### src/design/gpio_config.svh
`ifndef GPIO_CONFIG_SVH
`define GPIO_CONFIG_SVH

// bus and gpio word widths
`define GPIO_DATA_W 32
`define GPIO_ADDR_W 32

// eight output words and eight input words
`define GPIO_WORDS 8
`define GPIO_IDX_W 3

// decoded windows, each one word per 4 bytes
`define GPO_BASE 32'h0100_0000
`define GPI_BASE 32'h0100_0020

// fixed wait cycles before ready
`define WR_WAIT 2
`define RD_WAIT 3

`endif

### src/design/gpio_slave_pkg.sv
`include "gpio_config.svh"

package gpio_slave_pkg;

	////////////////////////////////////////////////////////////
	// enums
	////////////////////////////////////////////////////////////

	// access kind carried with the request
	typedef enum logic {
		op_write = 1'b0,
		op_read  = 1'b1
	} bus_op_e;

	// access controller states
	typedef enum logic [1:0] {
		st_idle,
		st_wait,
		st_resp
	} acc_state_e;

	// decoded target of an address
	typedef enum logic [1:0] {
		rgn_gpo,
		rgn_gpi,
		rgn_none
	} region_e;

	////////////////////////////////////////////////////////////
	// packed bundles
	////////////////////////////////////////////////////////////

	// request, held stable by the master while valid is high
	typedef struct packed {
		logic [`GPIO_ADDR_W-1:0] addr;
		logic [`GPIO_DATA_W-1:0] wdata;
		bus_op_e                 op;
	} bus_req_t;

	// response, only meaningful while ready is high
	typedef struct packed {
		logic [`GPIO_DATA_W-1:0] rdata;
		logic                    error;
	} bus_rsp_t;

	// word select from the decoder
	typedef struct packed {
		region_e                rgn;
		logic [`GPIO_IDX_W-1:0] idx;
	} word_sel_t;

endpackage

### src/design/bus_access_ctrl.sv
`timescale 1ns/100ps
`include "gpio_config.svh"

module bus_access_ctrl import gpio_slave_pkg::*; (
	input  logic                    BUS_agnt_vi,
	input  logic                    rst_n,
	input  logic                    valid,
	input  bus_req_t                req,
	output logic                    ready,
	output logic                    error,
	output logic                    wr_en,
	output logic                    rd_en,
	output word_sel_t               sel,
	output logic [`GPIO_DATA_W-1:0] wdata
);

	// counter wide enough for the longer wait
	localparam int cnt_w = $clog2(`RD_WAIT + 1);
	// bytes covered by one window
	localparam logic [`GPIO_ADDR_W-1:0] win_bytes =
		`GPIO_ADDR_W'(`GPIO_WORDS * (`GPIO_DATA_W / 8));

	acc_state_e              state;
	logic [cnt_w-1:0]        wait_cnt;
	logic [`GPIO_ADDR_W-1:0] gpo_off;
	logic [`GPIO_ADDR_W-1:0] gpi_off;
	logic                    aligned;
	logic                    legal;
	logic                    last_wait;
	logic                    fire;

	////////////////////////////////////////////////////////////
	// address decode
	////////////////////////////////////////////////////////////

	// offsets wrap below the base so one compare covers both ends
	assign gpo_off = req.addr - `GPO_BASE;
	assign gpi_off = req.addr - `GPI_BASE;
	assign aligned = (req.addr[1:0] == 2'b00);

	always_comb begin
		sel.rgn = rgn_none;
		sel.idx = '0;
		if (gpo_off < win_bytes) begin
			sel.rgn = rgn_gpo;
			sel.idx = gpo_off[`GPIO_IDX_W+1:2];
		end else if (gpi_off < win_bytes) begin
			sel.rgn = rgn_gpi;
			sel.idx = gpi_off[`GPIO_IDX_W+1:2];
		end
	end

	// writes only to gpo, reads to either window
	always_comb begin
		if (req.op == op_write) begin
			legal = aligned && (sel.rgn == rgn_gpo);
		end else begin
			legal = aligned && (sel.rgn != rgn_none);
		end
	end

	////////////////////////////////////////////////////////////
	// wait state tracking
	////////////////////////////////////////////////////////////

	// last wait cycle, results land on the ready edge
	assign last_wait = (req.op == op_write) ? (wait_cnt == cnt_w'(`WR_WAIT - 1))
	                                        : (wait_cnt == cnt_w'(`RD_WAIT - 1));
	assign fire = (state == st_wait) && valid && last_wait;

	// one strobe per legal access
	assign wr_en = fire && legal && (req.op == op_write);
	assign rd_en = fire && legal && (req.op == op_read);
	assign wdata = req.wdata;

	always_ff @(posedge BUS_agnt_vi) begin
		if (!rst_n) begin
			state    <= st_idle;
			wait_cnt <= '0;
			ready    <= 1'b0;
			error    <= 1'b0;
		end else begin
			// ready is a single cycle pulse
			ready <= 1'b0;
			case (state)
				st_idle: begin
					wait_cnt <= '0;
					if (valid) begin
						state <= st_wait;
					end
				end
				st_wait: begin
					if (!valid) begin
						// master gave up, drop the access
						state <= st_idle;
					end else if (last_wait) begin
						state <= st_resp;
						ready <= 1'b1;
						error <= !legal;
					end else begin
						wait_cnt <= wait_cnt + 1'b1;
					end
				end
				// one dead cycle before the next access
				st_resp: state <= st_idle;
				default: state <= st_idle;
			endcase
		end
	end

endmodule

### src/design/gpo_reg_bank.sv
`timescale 1ns/100ps
`include "gpio_config.svh"

module gpo_reg_bank import gpio_slave_pkg::*; (
	input  logic                                 BUS_agnt_vi,
	input  logic                                 rst_n,
	input  logic                                 wr_en,
	input  word_sel_t                            sel,
	input  logic [`GPIO_DATA_W-1:0]              wdata,
	output logic [`GPIO_WORDS*`GPIO_DATA_W-1:0]  gp_op,
	output logic [`GPIO_WORDS-1:0]               gp_op_valid
);

	// word 0 sits in the low bits of gp_op
	logic [`GPIO_WORDS-1:0][`GPIO_DATA_W-1:0] words;

	////////////////////////////////////////////////////////////
	// output words and update strobe
	////////////////////////////////////////////////////////////

	always_ff @(posedge BUS_agnt_vi) begin
		if (!rst_n) begin
			words       <= '0;
			gp_op_valid <= '0;
		end else begin
			// strobe lives for one cycle only
			gp_op_valid <= '0;
			// wr_en only fires for an aligned gpo write
			if (wr_en) begin
				words[sel.idx]       <= wdata;
				gp_op_valid[sel.idx] <= 1'b1;
			end
		end
	end

	// flat view for the pins
	assign gp_op = words;

endmodule

### src/design/read_data_mux.sv
`timescale 1ns/100ps
`include "gpio_config.svh"

module read_data_mux import gpio_slave_pkg::*; (
	input  logic                                BUS_agnt_vi,
	input  logic                                rst_n,
	input  logic                                rd_en,
	input  word_sel_t                           sel,
	input  logic [`GPIO_WORDS*`GPIO_DATA_W-1:0] gp_op,
	input  logic [`GPIO_WORDS*`GPIO_DATA_W-1:0] gp_ip,
	output logic [`GPIO_DATA_W-1:0]             rdata
);

	// word views of the two flat buses
	logic [`GPIO_WORDS-1:0][`GPIO_DATA_W-1:0] op_words;
	logic [`GPIO_WORDS-1:0][`GPIO_DATA_W-1:0] ip_words;

	assign op_words = gp_op;
	assign ip_words = gp_ip;

	////////////////////////////////////////////////////////////
	// read data register
	////////////////////////////////////////////////////////////

	always_ff @(posedge BUS_agnt_vi) begin
		if (!rst_n) begin
			rdata <= '0;
		end else if (rd_en) begin
			case (sel.rgn)
				// readback of the output bank
				rgn_gpo: rdata <= op_words[sel.idx];
				// input pins, sampled as they are
				rgn_gpi: rdata <= ip_words[sel.idx];
				// no legal read lands here, keep old data
				default: rdata <= rdata;
			endcase
		end
	end

endmodule

### src/design/gpio_slave_top.sv
`timescale 1ns/100ps
`include "gpio_config.svh"

module gpio_slave_top import gpio_slave_pkg::*; (
	input  logic                                BUS_agnt_vi,
	input  logic                                rst_n,
	// bus side
	input  logic                                valid,
	input  bus_req_t                            req,
	output logic                                ready,
	output bus_rsp_t                            rsp,
	// gpio pins
	output logic [`GPIO_WORDS*`GPIO_DATA_W-1:0] gp_op,
	output logic [`GPIO_WORDS-1:0]              gp_op_valid,
	input  logic [`GPIO_WORDS*`GPIO_DATA_W-1:0] gp_ip
);

	logic                    wr_en;
	logic                    rd_en;
	logic                    acc_error;
	word_sel_t               sel;
	logic [`GPIO_DATA_W-1:0] wdata;
	logic [`GPIO_DATA_W-1:0] rdata;

	////////////////////////////////////////////////////////////
	// access control and decode
	////////////////////////////////////////////////////////////

	bus_access_ctrl i_ctrl (
		.BUS_agnt_vi (BUS_agnt_vi),
		.rst_n       (rst_n),
		.valid       (valid),
		.req         (req),
		.ready       (ready),
		.error       (acc_error),
		.wr_en       (wr_en),
		.rd_en       (rd_en),
		.sel         (sel),
		.wdata       (wdata)
	);

	// output words
	gpo_reg_bank i_gpo (
		.BUS_agnt_vi (BUS_agnt_vi),
		.rst_n       (rst_n),
		.wr_en       (wr_en),
		.sel         (sel),
		.wdata       (wdata),
		.gp_op       (gp_op),
		.gp_op_valid (gp_op_valid)
	);

	// readback of both windows
	read_data_mux i_rmux (
		.BUS_agnt_vi (BUS_agnt_vi),
		.rst_n       (rst_n),
		.rd_en       (rd_en),
		.sel         (sel),
		.gp_op       (gp_op),
		.gp_ip       (gp_ip),
		.rdata       (rdata)
	);

	// both fields settle on the ready edge
	assign rsp = '{rdata: rdata, error: acc_error};

endmodule

### config.mk
export PLATFORM = sky130hd
export DESIGN_NAME = gpio_slave_top
export DESIGN_NICKNAME = d
export VERILOG_FILES = /design/src/design/gpio_slave_pkg.sv /design/src/design/bus_access_ctrl.sv /design/src/design/gpo_reg_bank.sv /design/src/design/read_data_mux.sv /design/src/design/gpio_slave_top.sv
export VERILOG_INCLUDE_DIRS = /design/src /design/src/design
export SDC_FILE = /design/constraint.sdc
export NUM_CORES = 1
export LEC_CHECK = 0
export BUFFER_PORTS_ARGS = -buffer_cell sky130_fd_sc_hd__buf_4
export CAP_MARGIN = 20
export CORE_MARGIN = 10
export CORE_UTILIZATION = 23
export CTS_CLUSTER_SIZE = 16
export DETAILED_ROUTE_END_ITERATION = 8
export PLACE_DENSITY = 0.48
export SLEW_MARGIN = 10
export SYNTH_ARGS = -nofsm -noshare
export SYNTH_HDL_FRONTEND = slang
export SYNTH_SLANG_ARGS = --single-unit
### constraint.sdc
create_clock -name BUS_agnt_vi -period 3.1 [get_ports BUS_agnt_vi]
set_clock_uncertainty 0.15 [all_clocks]
set_input_delay 0.62 -clock BUS_agnt_vi [delete_from_list [all_inputs] [get_ports BUS_agnt_vi]]
set_output_delay 0.62 -clock BUS_agnt_vi [all_outputs]
set_load 0.01 [all_outputs]
Word-level counts from Yosys, hierarchy flattened
Cells that the tools add are included.
{ "op_classes": {"mux": 22, "bitwise": 1, "add_sub_neg": 3, "eq_ne": 9, "n_reduce_logical": 20, "magnitude_cmp": 4} }
{ "op_table": {"columns": ["cell", "n"], "rows": [
  ["$bwmux 256", 1],
  ["$bmux 32 s3", 2],
  ["$demux 32 s3", 1],
  ["$mux 32", 3],
  ["$lt 32x6->1 const B", 2],
  ["$pmux 32 s2", 1],
  ["$sub 32x25->32 const B", 2],
  ["$mux 2", 5],
  ["$mux 5", 2],
  ["$reduce_and 3->1", 3],
  ["$logic_and 1x1->1", 8],
  ["$ne 2x2->1 const B", 4],
  ["$pmux 2 s2", 2],
  ["$eq 2x1->1 const B", 3],
  ["$logic_not 2->1", 3],
  ["$reduce_and 2->1", 3],
  ["$lt 3x4->1 const B", 1],
  ["$mux 1", 4],
  ["$reduce_bool 2->1", 2],
  ["$demux 1 s3", 1],
  ["$ge 3x1->1 const B", 1],
  ["$ne 3x2->1 const B", 1],
  ["$add 2x1->2 const B", 1],
  ["$eq 2x2->1 const B", 1],
  ["other kinds (2)", 2]
]} }
{ "totals": {"inputBits": 324, "regBits": 302, "wordCells": 73} }

Logic depth before layout (Yosys ltp)
Gate-level depths: netlist of run 1.
{ "logic_depth": {"ltp_word": 10, "ltp_mapped": 11} }

Hierarchy
From an unflattened synthesis of run 1, not the netlist that was laid out.
{ "hier_totals": {"cells_unflattened": 1594, "area_unflattened_um2": 15894.0} }
{ "modules_own_cells": {"columns": ["module", "area_each_um2", "cells_per_inst", "instances"], "rows": [
  ["gpo_reg_bank", 9331.4, 888, 1],
  ["read_data_mux", 5410.2, 552, 1],
  ["bus_access_ctrl", 1144.8, 153, 1],
  ["gpio_slave_top", 7.5, 1, 1]
]} }

Worst setup path after synthesis of run 1
Ideal clock, no wire load.
{ "synth_timing": {"path_type": "input port to flip-flop", "from": "in req[38] in the netlist's numbering", "to": "reg i_rmux.rdata[16]", "arrival_time_ns": 2.693, "stages": 10, "slack_ns": 0.125, "path_cell_list": "inv_1 -> ha_1 -> or4b_4 -> and4_4 -> a211oi_2 -> o211ai_1 -> nor4_4 -> clkbuf_2 -> nand3b_1 -> a21oi_1"} }
{ "synth_between": {"elab_chain_len": 10} }
{ "synth_rtl": {"columns": ["item", "line_no", "text"], "rows": [
  ["start, declared", "gpio_slave_top.sv:9", "input bus_req_t req,"],
  ["$sub 32x25->32 (no line)", null, null],
  ["$lt 32x6->1", "bus_access_ctrl.sv:47", "end else if (gpi_off < win_bytes) begin"],
  ["$mux 5", "bus_access_ctrl.sv:47", null],
  ["$mux 5 (*)", "bus_access_ctrl.sv:44", "if (gpo_off < win_bytes) begin"],
  ["parallel branches: the longest is 6 deep, another holds $bmux 32 s3", null, null],
  ["end signal, assigned", "read_data_mux.sv:31", "rgn_gpo: rdata <= op_words[sel.idx];"],
  ["end signal, assigned", "read_data_mux.sv:33", "rgn_gpi: rdata <= ip_words[sel.idx];"],
  ["end signal, assigned", "read_data_mux.sv:35", "default: rdata <= rdata;"],
  ["end, declared", "read_data_mux.sv:11", "output logic [`GPIO_DATA_W-1:0] rdata"]
]} }
Every way passes the cells marked *. The select of a mux whose other input is x is not followed.
A chain may end at the register's enable or synchronous reset.

Worst setup path in the final report of run 1
{ "layout_timing": {"from": "in req[60] in the netlist's numbering", "to": "reg i_rmux.rdata[6]"} }
Same word-level chain as after synthesis.

==> summary.md, run 1 <==
| Metric | Value |
|---|---|
| Fin crit period | `2.81 ns` |
| Die Ht | `280 um` |
| Post-route DRC | `0` |
| Hold Path Class | `in2reg` |
| Final #Nets | `2,929` |
| Gr usage total | `22.1%` |
| DRT iter0 DRCs | `1,218` |
| RR Startpoint | `i_ctrl.wait_cnt[0]` |
| Post-CTS Resized | `0` |
| Worst Tran Pin Value | `0.924 ns` |
| Worst path required time | `3.36 ns` |
| Largest family of logic cells by synthesized area | `simple AND/OR/NAND/NOR gates` |
| Xor-xnor portion of the synthesized cell area | `0.169%` |
| Port Buffers | `621` |
| Synth Register Bits | `302` |
| Adder-cell share of the synthesized area | `0.0805%` |
| Most frequent cell after synthesis | `nand2_1` |
| CTS tree | `done` |
| Area delta synth->final | `50.3%` |
| Worst Path Max Fanout | `12` |
| Area contributors post-synth | `dfxtp_1 (39%), nand2_1 (13%), a21oi_1 (11%)` |
| Post-DP HPWL | `70.1 mm` |
| Asr flop ratio synth | `0%` |
| Synth Area in Simple Gates | `21.7%` |
| Count of pins over their slew limit | `0` |
| Clk Latency, worst-skew pair | `0.56 ns` |
| Rel. slew slack | `38.4%` |
| Ys Warns | `0` |
| WL final | `91.1 mm` |
| CTS root buf | `clkbuf_16` |
| Most frequent cells after synthesis | `nand2_1 (558), a21oi_1 (326), dfxtp_1 (302), nor2_1 (138), clkbuf_1 (119)` |
| Clock buffer count from CTS | `37` |
| Syn Area/Cell | `7.78 sq um` |
| Setup_tns | `0 ns` |
| Final ANT Viol Nets | `0` |
| Synth Area in Compound Gates | `20.7%` |
| Sw Share | `23.9%` |
| Power per cell area | `422 nW/um^2` |
| RSZ-0062 raised after global routing | `no` |
| Area leader, netlist | `dfxtp_1` |
| Gp weighted congestion | `0.945` |
| CP startpoint kind | `primary input` |
| Peak supply drop | `337 uV` |
| Crit path capture type | `register` |
| P_leak | `0.00945 uW` |
| Final Hold Vio Count | `0` |
| Initial Utilization | `23.2%` |
| Internal power | `7500 uW` |
| Netlist cell types | `59` |
| Chip width | `280 um` |
| Setup Crit Path Kind | `in2reg` |
| Share of cells above drive strength 1 | `35.5%` |
| Combinational fraction of design power | `11.3%` |
| Syn nets | `2,321` |
| Via density per instance | `4.98` |
| Post-CTS Hold Fix Bufs | `0` |
| Switching power | `2350 uW` |
| Antenna violations before repair | `8` |
| Cells after Synth | `1,996` |
| FP Rows | `95` |
| I/O Pins | `622` |
| R2R Setup Slk | `0.49 ns` |
| Fmax | `356 MHz` |
| Outcome | `finished clean` |
| First-pass GRT wire length | `128 mm` |
| Reg power frac | `39.4%` |
| Mux contribution to synthesized area | `12.5%` |
| Clock transition at path regs | `0.07 ns` |
| Seq/Total Area, Yosys | `38.9%` |
| Dominant synthesized flop cell | `dfxtp_1` |
| Critical path data arrival time | `3.07 ns` |
| Post-CTS Setup Inserts | `0` |
| Die area | `78,400 sq um` |
| Final setup fails | `0` |
| Via Count | `17,500` |
| Router iterations before antenna repair | `6` |
| Worst setup path startpoint | `req[60]` |
| H-tree levels | `2` |
| Pin count of the biggest net entering global routing | `82` |
| Total congestion overflow | `0` |
| HP Start | `req[32]` |
| Fin util | `34.8%` |
| Clk pwr share | `49.2%` |
| Synth Cell Area | `15,500 sq um` |
| TritonCTS Sinks | `302` |
| Vias in the first global route | `17,500` |
| Post-route clock period utilization | `90.6%` |
| Max Cap Viol | `0` |
| Max clock buf depth | `3` |
| Post-synth top area share | `38.9%` |
| Core ar. | `67,000 sq um` |
| Wirelength per Cell | `26.0 um` |
| EDFF count, synth | `0` |
==> metal layers <==
metal / share of wire (%) / vias up / global-route usage, %
met5: 0.037 / - / 0
met4: 3.4 / 4 / 8.55
met3: 8.3 / 119 / 6.26
met2: 49 / 758 / 38.3
li1: - / 8176 / -
met1: 39 / 8403 / 25.4
==> placed cells by master, fill, tap and decap left out, types with 6 or more instances in the layout <==
cell / count
nor2b_1: 6
clkbuf_8: 6
buf_4: 736
clkbuf_16: 39
mux4_2: 30
dfxtp_1: 302
buf_12: 30
nor3_1: 9
nor2_1: 135
nand3b_1: 22
a22oi_1: 43
nand2_1: 558
a221o_1: 32
o211ai_1: 12
a221oi_1: 21
clkbuf_1: 7
o2bb2ai_1: 11
bufinv_16: 8
mux2i_1: 79
o21ai_0: 48
nand3_1: 7
mux2_2: 42
a21oi_1: 326
inv_1: 7
nand4_1: 15
a22o_1: 23
diode_2: 6
==> area by class of cell <==
class                   instances  area (sq um)
diodes                          6          15.0
clock buffers                  51          1070
clock inverters                14           277
fillers                      6948         43700
inverters                       8          37.5
multi-input cells            1486          8650
flip-flops and latches        302          6050
well taps                     873          1090
repair buffers                769          6160
==> path summary, 6_finish.rpt <==
check,depth (start not counted),to
setup / recovery,11,i_rmux.rdata[6]
hold / removal,3,i_gpo.gp_op[31]
setup reg to reg,9,i_gpo.gp_op[9]
hold reg to reg,1,i_rmux.rdata[19]
==> kinds of logic after synthesis <==
kind of cell / count (synthesis)
and+or+nand+nor: 799
AOI/OAI and AO/OA: 532
DFF: 302
buffers and inverters: 208
muxes: 151
xor gates and xnor gates: 3
adders and majority gates: 1
==> critical path, cell delays in order <==
cell	delay [ns]
buf_4	0.13
nor3_1	0.40
nand4_1	0.35
buf_4	0.25
or3_1	0.35
buf_12	0.18
o21ai_0	0.18
o211ai_1	0.17
buf_4	0.19
mux2i_1	0.15
o2bb2ai_1	0.09
==> metrics by stage <==
step / std cells / setup slack [ns] / cell area (sq um) / total power [uW] / hold WS (ns)
after floorplan: 1996 / 0.125 / 15500 / 4450 / 0.316
after CTS: 3503 / 0.271 / 23300 / 9940 / 0.191
final: 3509 / 0.291 / 23300 / 9850 / 0.216
after global placement: 3438 / -0.277 / 22000 / 5080 / 0.304
after global routing: 3509 / 0.0748 / 23300 / 10200 / 0.207
after detailed placement: 3438 / -0.302 / 22000 / 5080 / 0.299
==> power by group through the flow <==
stage                     sequential (uW)  clock [uW]  combinational [uW]
after floorplan                      3970           0                 483
after global placement               3970           0                1110
after detailed placement             3970           0                1110
after CTS                            3880        4940                1120
after global routing                 3880        5090                1190
final                                3880        4850                1120
==> sequential cells by signal, indices dropped and copies added, names as in the netlist <==
signal             count
i_ctrl.wait_cnt        2
i_gpo.gp_op_valid      8
i_rmux.rdata          32
i_ctrl.ready           1
i_gpo.gp_op          256
i_ctrl.state           2
i_ctrl.error           1
Note: power is estimated with default switching activity, not from simulation.
==> inputs of run 2 (changes only) <==
--- a/config.mk
+++ b/config.mk
@@ -12,7 +12,7 @@
 export CORE_UTILIZATION = 23
 export CTS_CLUSTER_SIZE = 16
 export DETAILED_ROUTE_END_ITERATION = 8
-export PLACE_DENSITY = 0.48
+export PLACE_DENSITY = 0.46
 export SLEW_MARGIN = 10
 export SYNTH_ARGS = -nofsm -noshare
 export SYNTH_HDL_FRONTEND = slang
==> constraint.sdc (replaced) <==
create_clock -name BUS_agnt_vi -period 2.7 [get_ports BUS_agnt_vi]
set_clock_uncertainty 0.15 [all_clocks]
set_input_delay 0.54 -clock BUS_agnt_vi [delete_from_list [all_inputs] [get_ports BUS_agnt_vi]]
set_output_delay 0.54 -clock BUS_agnt_vi [all_outputs]
set_load 0.01 [all_outputs]
==> run 2 against run 1 <==
First-iteration DRC count grew 7.4%; total power rose by 9.5%; register-to-register slack got worse by 0.22 ns; highest routed layer is now met4.
==> summary.md, run 2 (same netlist as run 1, synthesis figures left out) <==
| Metric | Value |
|---|---|
| FP Rows | `95 (unchanged)` |
| CTS root buf | `clkbuf_16` |
| Clock buffer count from CTS | `38 (+2.7%)` |
| Gr usage total | `22.2% (+0.13 points)` |
| Max reg flops | `256 (unchanged)` |
| CP startpoint kind | `primary input` |
| H-tree levels | `2 (unchanged)` |
| P_leak | `0.00964 uW (+2.1%)` |
| Worst path required time | `2.97 ns (-0.39 ns)` |
| RSZ-0062 raised after global routing | `no` |
| Commonest non-fill, non-tap cells in the layout | `buf_4 (783), nand2_1 (558), a21oi_1 (326)` |
| Crit path capture type | `register` |
| Total Power | `10,800 uW (+9.5%)` |
| Final #Nets | `2,980 (+1.7%)` |
| Multi-input logic area | `8690 sq um (+0.48%)` |
| Worst Path Max Fanout | `12 (unchanged)` |
| I/O Pins | `622 (unchanged)` |
| Antenna violations before repair | `3 (-5)` |
| TritonCTS Sinks | `302 (unchanged)` |
| Power per cell area | `456 nW/um^2 (+8.0%)` |
| DRT iter0 DRCs | `1,308 (+7.4%)` |
| Share of cells above drive strength 1 | `37.0% (+1.5 points)` |
| Initial Utilization | `23.2% (unchanged)` |
| CP max stage cell | `or4b_1` |
| Setup ws final | `0.160 ns (-0.130 ns)` |
| Fmax | `394 MHz` |
| Port Buffers | `621 (unchanged)` |
| Fin util | `35.3% (+0.48 points)` |
| Hold Path Class | `in2reg` |
| Die Ht | `280 um (unchanged)` |
| Clk Latency, worst-skew pair | `0.55 ns (about the same)` |
| Via Count | `17,600 (+1.0%)` |
| Buffer and inverter count on the worst path | `3 (-1)` |
| Via density per instance | `4.96 (-0.35%)` |
| Max clock buf depth | `3 (unchanged)` |
| Crit path max-delay family | `simple AND/OR/NAND/NOR gates` |
| Outcome | `finished clean` |
| Hold slack | `0.135 ns (-0.0808 ns)` |
| Pin count of the biggest net entering global routing | `74 (-9.8%)` |
| Register area | `6050 sq um (unchanged)` |
| Max Cap Viol | `0 (unchanged)` |
| CP cell instances | `buf_4 > inv_12 > ha_4 > or4b_4 > o21ai_1 > o211a_1 > nand4_1 > or4b_1 > buf_4 > mux2i_1 > o2bb2ai_1` |
| WL final | `91.7 mm (+0.68%)` |
| Vias in the first global route | `17,600 (+0.56%)` |
| Gp weighted congestion | `0.922 (-2.4%)` |
| Chip width | `280 um (unchanged)` |
| Post-DP HPWL | `71.4 mm (+1.9%)` |
| Filler Cells Inserted | `7,072 (+1.8%)` |
| Post-route clock period utilization | `94.1%` |
| First-pass GRT wire length | `130 mm (+1.2%)` |
| Dpl ws | `-0.604 ns (-0.302 ns)` |
| Peak supply drop | `335 uV (-0.38%)` |
| Wirelength per Cell | `25.8 um (-0.68%)` |
| Area delta synth->final | `52.3%` |
| CP max stage delay | `0.51 ns (+0.11 ns)` |
| Worst Tran Pin Value | `1.02 ns (+0.0930 ns)` |
| Core ar. | `67,000 sq um (unchanged)` |
| Commonest non-fill, non-tap cell in the layout | `buf_4` |
| Setup_tns | `0 ns (unchanged)` |
| Setup Crit Path Kind | `in2reg` |
| Final Hold Vio Count | `0 (unchanged)` |
| Final setup fails | `0 (unchanged)` |
| CTS tree | `done` |
| Router iterations before antenna repair | `6 (unchanged)` |
| Total congestion overflow | `0 (unchanged)` |
| Clock transition at path regs | `0.06 ns (about the same)` |
| Die area | `78,400 sq um (unchanged)` |
| Rel. slew slack | `32.2% (-6.2 points)` |
| Post-route DRC | `0 (unchanged)` |
| Final ANT Viol Nets | `0 (unchanged)` |
| Critical path data arrival time | `2.80 ns (-0.27 ns)` |
| Fin crit period | `2.54 ns` |
| Cell mode on critical path | `buf_4` |
| Count of pins over their slew limit | `0 (unchanged)` |
run 2: worst paths after layout:
path | start | to | slack, ns | depth (start not counted)
worst max-delay path | req[39] | i_rmux.rdata[20] | 0.16 | 11
worst max register to register | i_ctrl.wait_cnt[0] | i_gpo.gp_op[219] | 0.27 | 9
worst min-delay path | req[32] | i_gpo.gp_op[95] | 0.14 | 3
worst min register to register | i_gpo.gp_op[156] | i_gpo.gp_op[156] | 0.32 | 2
run 2: area by class of cell:
cell class                 count  area share [%]
inverter                       8           0.233
antenna                        2          0.0211
clock buffer                  52            4.58
tap                          873            4.61
timing repair buffer         819            27.7
multi-input combinational   1486            36.7
clock inverter                15           0.555
sequential                   302            25.5
run 2: metal layers:
metal  track usage, %  routed length [um]  up-vias
li1                 -                   -     8265
met2             39.3               45600      720
met1             26.7               37600     8553
met4             6.26                2290        0
met3             4.68                6280       99
met5                0                   0        -
run 2: through the flow:
stage,area [sq um],instances
3_5_place_dp,22400,3484
2_1_floorplan,15600,1996
4_1_cts,23600,3551
5_1_grt,23700,3557
6_report,23700,3557
3_3_place_gp,22400,3484
run 2: power by group:
part | leakage [uW] | switching (uW) | internal, uW
combinational | 0.00661 | 681 | 656
sequential | 0.00243 | 1.97 | 4460
clock | 0.000598 | 2070 | 2920
total | 0.00964 | 2750 | 8030
run 2: what timing repair did:
item                                   4_1_cts  5_1_grt
hold buffers                                 0        0
setup endpoints to repair                    4        6
pin swaps                                    2        3
resized for setup                            1        3
endpoints found under the hold margin        0        0
setup buffers                                0        4
run 2: tightest hold or removal path: cells and delay by family:
family,cells,cell delay (ns)
AO/OA/AOI/OAI,1,0.05
buffers and inverters,1,0.14
AND/OR/NAND/NOR,1,0.06
==> inputs of run 3 (changes only) <==
--- a/config.mk
+++ b/config.mk
@@ -6,13 +6,14 @@
 export SDC_FILE = /design/constraint.sdc
 export NUM_CORES = 1
 export LEC_CHECK = 0
+export ABC_AREA = 1
 export BUFFER_PORTS_ARGS = -buffer_cell sky130_fd_sc_hd__buf_4
 export CAP_MARGIN = 20
 export CORE_MARGIN = 10
 export CORE_UTILIZATION = 23
 export CTS_CLUSTER_SIZE = 16
 export DETAILED_ROUTE_END_ITERATION = 8
-export PLACE_DENSITY = 0.46
+export PLACE_DENSITY = 0.45
 export SLEW_MARGIN = 10
 export SYNTH_ARGS = -nofsm -noshare
 export SYNTH_HDL_FRONTEND = slang
==> constraint.sdc (replaced) <==
create_clock -name BUS_agnt_vi -period 2.7 [get_ports BUS_agnt_vi]
set_clock_uncertainty 0.15 [all_clocks]
set_input_delay 0.135 -clock BUS_agnt_vi [delete_from_list [all_inputs] [get_ports BUS_agnt_vi]]
set_output_delay 0.135 -clock BUS_agnt_vi [all_outputs]
set_load 0.01 [all_outputs]
==> run 3 against run 2 <==
The flow now finishes with violations (hold timing); sequential share of layout area decreased by 3.7 points; register-to-register slack got worse by 0.10 ns; synthesized cell count increased by 30%; via count increased by 21%; first-iteration DRC count increased by 37%; combinational power decreased by 21%; fmax decreased by 2.9%; die area increased by 8.8%; critical path type unchanged.
==> summary.md, run 3 <==
| Metric | Value |
|---|---|
| Outcome | `complete, but fails checks` |
| Failing checks | `hold timing` |
| Dpl ws | `-0.473 ns (+0.131 ns)` |
| Setup Crit Path Kind | `in2reg` |
| Via density per instance | `4.86 (-1.9%)` |
| Initial Utilization | `23.2% (+0.062 points)` |
| DRT iter0 DRCs | `1,788 (+37%)` |
| Netlist cell types | `37 (-37%)` |
| Total Power | `10,900 uW (+1.2%)` |
| Grt met1 use | `28.4% (+1.7 points)` |
| Most frequent cells after synthesis | `nand2_1 (556), a21oi_1 (321), dfxtp_1 (302), inv_1 (273), nand3_1 (243)` |
| Worst Path Max Fanout | `6 (-6)` |
| Die Ht | `292 um (+4.3%)` |
| Placement-stage cell area | `23,900 sq um (+6.6%)` |
| EDFF count, synth | `0 (unchanged)` |
| Max clock buf depth | `3 (unchanged)` |
| Max Cap Viol | `0 (unchanged)` |
| Core ar. | `73,200 sq um (+9.2%)` |
| Dominant synthesized flop cell | `dfxtp_1` |
| Area contributors post-synth | `dfxtp_1 (36%), nand2_1 (12%), a21oi_1 (9.4%)` |
| RSZ-0062 raised after global routing | `yes` |
| Ys Warns | `0 (unchanged)` |
| CP max stage cell | `buf_12` |
| I/O Pins | `622 (unchanged)` |
| Post-route clock period utilization | `96.9% (+2.8 points)` |
| Synth Cell Area | `17,000 sq um (+9.5%)` |
| Wirelength per Cell | `24.6 um (-4.7%)` |
| Commonest non-fill, non-tap cells in the layout | `buf_4 (732), nand2_1 (535), a21oi_1 (317)` |
| Vias in the first global route | `20,000 (+14%)` |
| First-pass GRT wire length | `142 mm (+9.5%)` |
| Count of pins over their slew limit | `0 (unchanged)` |
| Power per cell area | `394 nW/um^2 (-13%)` |
| Rel. slew slack | `64.4% (+32 points)` |
| Antenna violations before repair | `7 (+4)` |
| Final ANT Viol Nets | `0 (unchanged)` |
| Gr usage total | `22.1% (-0.11 points)` |
| Syn Area/Cell | `6.54 sq um (-16%)` |
| Peak supply drop | `357 uV (+6.4%)` |
| Final Hold Vio Count | `1 (+1)` |
| Setup ws final | `0.0848 ns (-0.0755 ns)` |
| Synth Register Bits | `302 (unchanged)` |
| Worst Tran Pin Value | `0.533 ns (-0.484 ns)` |
| Share of cells above drive strength 1 | `29.5% (-7.5 points)` |
| Total congestion overflow | `0 (unchanged)` |
| Fin util | `37.8% (+2.5 points)` |
| Crit path max-delay family | `simple AND/OR/NAND/NOR gates` |
| P_leak | `0.0134 uW (+39%)` |
| TritonCTS Sinks | `302 (unchanged)` |
| Most Crowded Layer GR | `met2` |
| Met3 global-route usage | `5.13% (+0.45 points)` |
| Clk Latency, worst-skew pair | `0.57 ns (+0.02 ns)` |
| CTS tree | `done` |
| M2 GR Usage | `36.6% (-2.7 points)` |
| Hold slack | `-0.0345 ns (-0.170 ns)` |
| Asr flop ratio synth | `0% (unchanged)` |
| Gp weighted congestion | `0.852 (-7.6%)` |
| FP Rows | `99 (+4.2%)` |
| Syn nets | `2,927 (+26%)` |
| Seq/Total Area, Yosys | `35.5% (-3.4 points)` |
| H-tree levels | `2 (unchanged)` |
| Clock buffer count from CTS | `39 (+2.6%)` |
| Crit path capture type | `register` |
| Via Count | `21,300 (+21%)` |
| Fmax | `382 MHz (-2.9%)` |
| Post-DP HPWL | `74.9 mm (+4.9%)` |
| Fin crit period | `2.62 ns (+0.0755 ns)` |
| Commonest non-fill, non-tap cell in the layout | `buf_4` |
| Final Cell Area | `27,700 sq um (+17%)` |
| Area delta synth->final | `62.8%` |
| Die area | `85,300 sq um (+8.8%)` |
| Worst path required time | `2.99 ns (+0.02 ns)` |
| CP max stage delay | `0.22 ns (-0.29 ns)` |
| Most frequent cell after synthesis | `nand2_1` |
| Cells after Synth | `2,602 (+30%)` |
| Max reg flops | `256 (unchanged)` |
| Area leader, netlist | `dfxtp_1` |
| Pin count of the biggest net entering global routing | `92 (+24%)` |
| CP startpoint kind | `primary input` |
| Port Buffers | `621 (unchanged)` |
| Final setup fails | `0 (unchanged)` |
| Clock transition at path regs | `0.06 ns (about the same)` |
| Post-synth top area share | `35.5% (-3.4 points)` |
| Hold Path Class | `in2reg` |
| WL final | `108 mm (+18%)` |
| CP cell instances | `buf_4 > nor2_4 > nand2_2 > nor2_4 > buf_4 > nand3_1 > nand2_1 > nand2_1 > nor2_1 > nand2_1 > nor2_2 > nand3_4 > buf_12 > nand2_8 > buf_4 > o21ai_4 > buf_12 > buf_4 > nand3_1 > nand2_1 > nor2_1 > nand2_1 > nand2_1 > a21oi_1` |
| Router iterations before antenna repair | `6 (unchanged)` |
| Buffer and inverter count on the worst path | `6 (+3)` |
| Final #Nets | `3,724 (+25%)` |
| Chip width | `292 um (+4.3%)` |
| CTS root buf | `clkbuf_16` |
| Critical path data arrival time | `2.91 ns (+0.11 ns)` |
| Cell mode on critical path | `nand2_1` |
| Post-route DRC | `0 (unchanged)` |
==> run 3: cell count changes after synthesis, sizes merged, moves of 36 or more <==
cell    change
nand3     +236
o21ai     +255
mux2       -42
nand4      +36
nand3b    +140
mux2i      -79
a22oi      -42
inv       +271
==> run 3: cell type report <==
| cell class | count | area, sq um |
|---|---|---|
| fillers | 7849 | 45500 |
| multi-input cells | 1816 | 9240 |
| repair buffers | 960 | 8810 |
| flip-flops and latches | 302 | 6050 |
| well taps | 959 | 1200 |
| clock buffers | 55 | 1160 |
| inverters | 280 | 1080 |
| clock inverters | 14 | 145 |
| diodes | 2 | 5.00 |
==> run 3: worst reg2reg max path, cell delays in order, from the launching register on <==
cell	delay, ns
dfxtp_1	0.31
inv_1	0.08
nand2_2	0.06
o21ai_2	0.17
inv_2	0.07
nor3_4	0.20
inv_2	0.06
nor3_2	0.15
buf_4	0.15
nand4_4	0.13
clkinv_4	0.11
nand2_4	0.09
nor2_4	0.16
buf_12	0.18
clkbuf_16	0.21
o21ai_0	0.09
a21oi_1	0.13
==> run 3: worst paths after layout <==
| check | from | end | slack [ns] | depth (start not counted) |
|---|---|---|---|---|
| max | req[41] | i_rmux.rdata[13] | 0.08 | 24 |
| min | gp_ip[11] | i_rmux.rdata[11] | -0.03 | 7 |
| max reg2reg | i_ctrl.wait_cnt[1] | i_gpo.gp_op[99] | 0.17 | 16 |
| min reg2reg | i_ctrl.wait_cnt[0] | i_ctrl.wait_cnt[0] | 0.37 | 2 |
==> run 3: kinds of logic after synthesis <==
group	synth area share, %
buffers and inverters	12.2
AND/OR/NAND/NOR	33.3
adder cells (fa/ha/maj)	0.0735
AO/OA/AOI/OAI	18.9
flip-flops	35.5
==> run 3: power breakdown <==
group / switching, uW / internal, uW
registers: 1.63 / 4460
logic: 503 / 558
clock network: 2200 / 3190
total: 2700 / 8210
==> run 3: layer usage <==
layer | up-vias | part of all wire (%)
met5 | - | 0
met3 | 129 | 7.8
met4 | 0 | 2.8
met2 | 933 | 47
met1 | 10100 | 43
li1 | 10200 | -
==> run 3: stage by stage <==
stage               setup TNS, ns  std cells  hold slack, ns
floorplan                       0       2602           0.197
global placement           -91.69       4140           0.293
detailed placement         -90.36       4140           0.294
CTS                             0       4336        0.000275
global route               -0.496       4388          0.0337
finish                          0       4388         -0.0345
==> run 3: what timing repair did <==
action / CTS / global route
hold endpoints to repair: 290 / 1
gates cloned: 1 / 23
pin swaps: 1 / 30
hold buffers: 124 / 1
resized for setup: 2 / 122
setup buffers: 2 / 28
endpoints found under the setup margin: 42 / 272
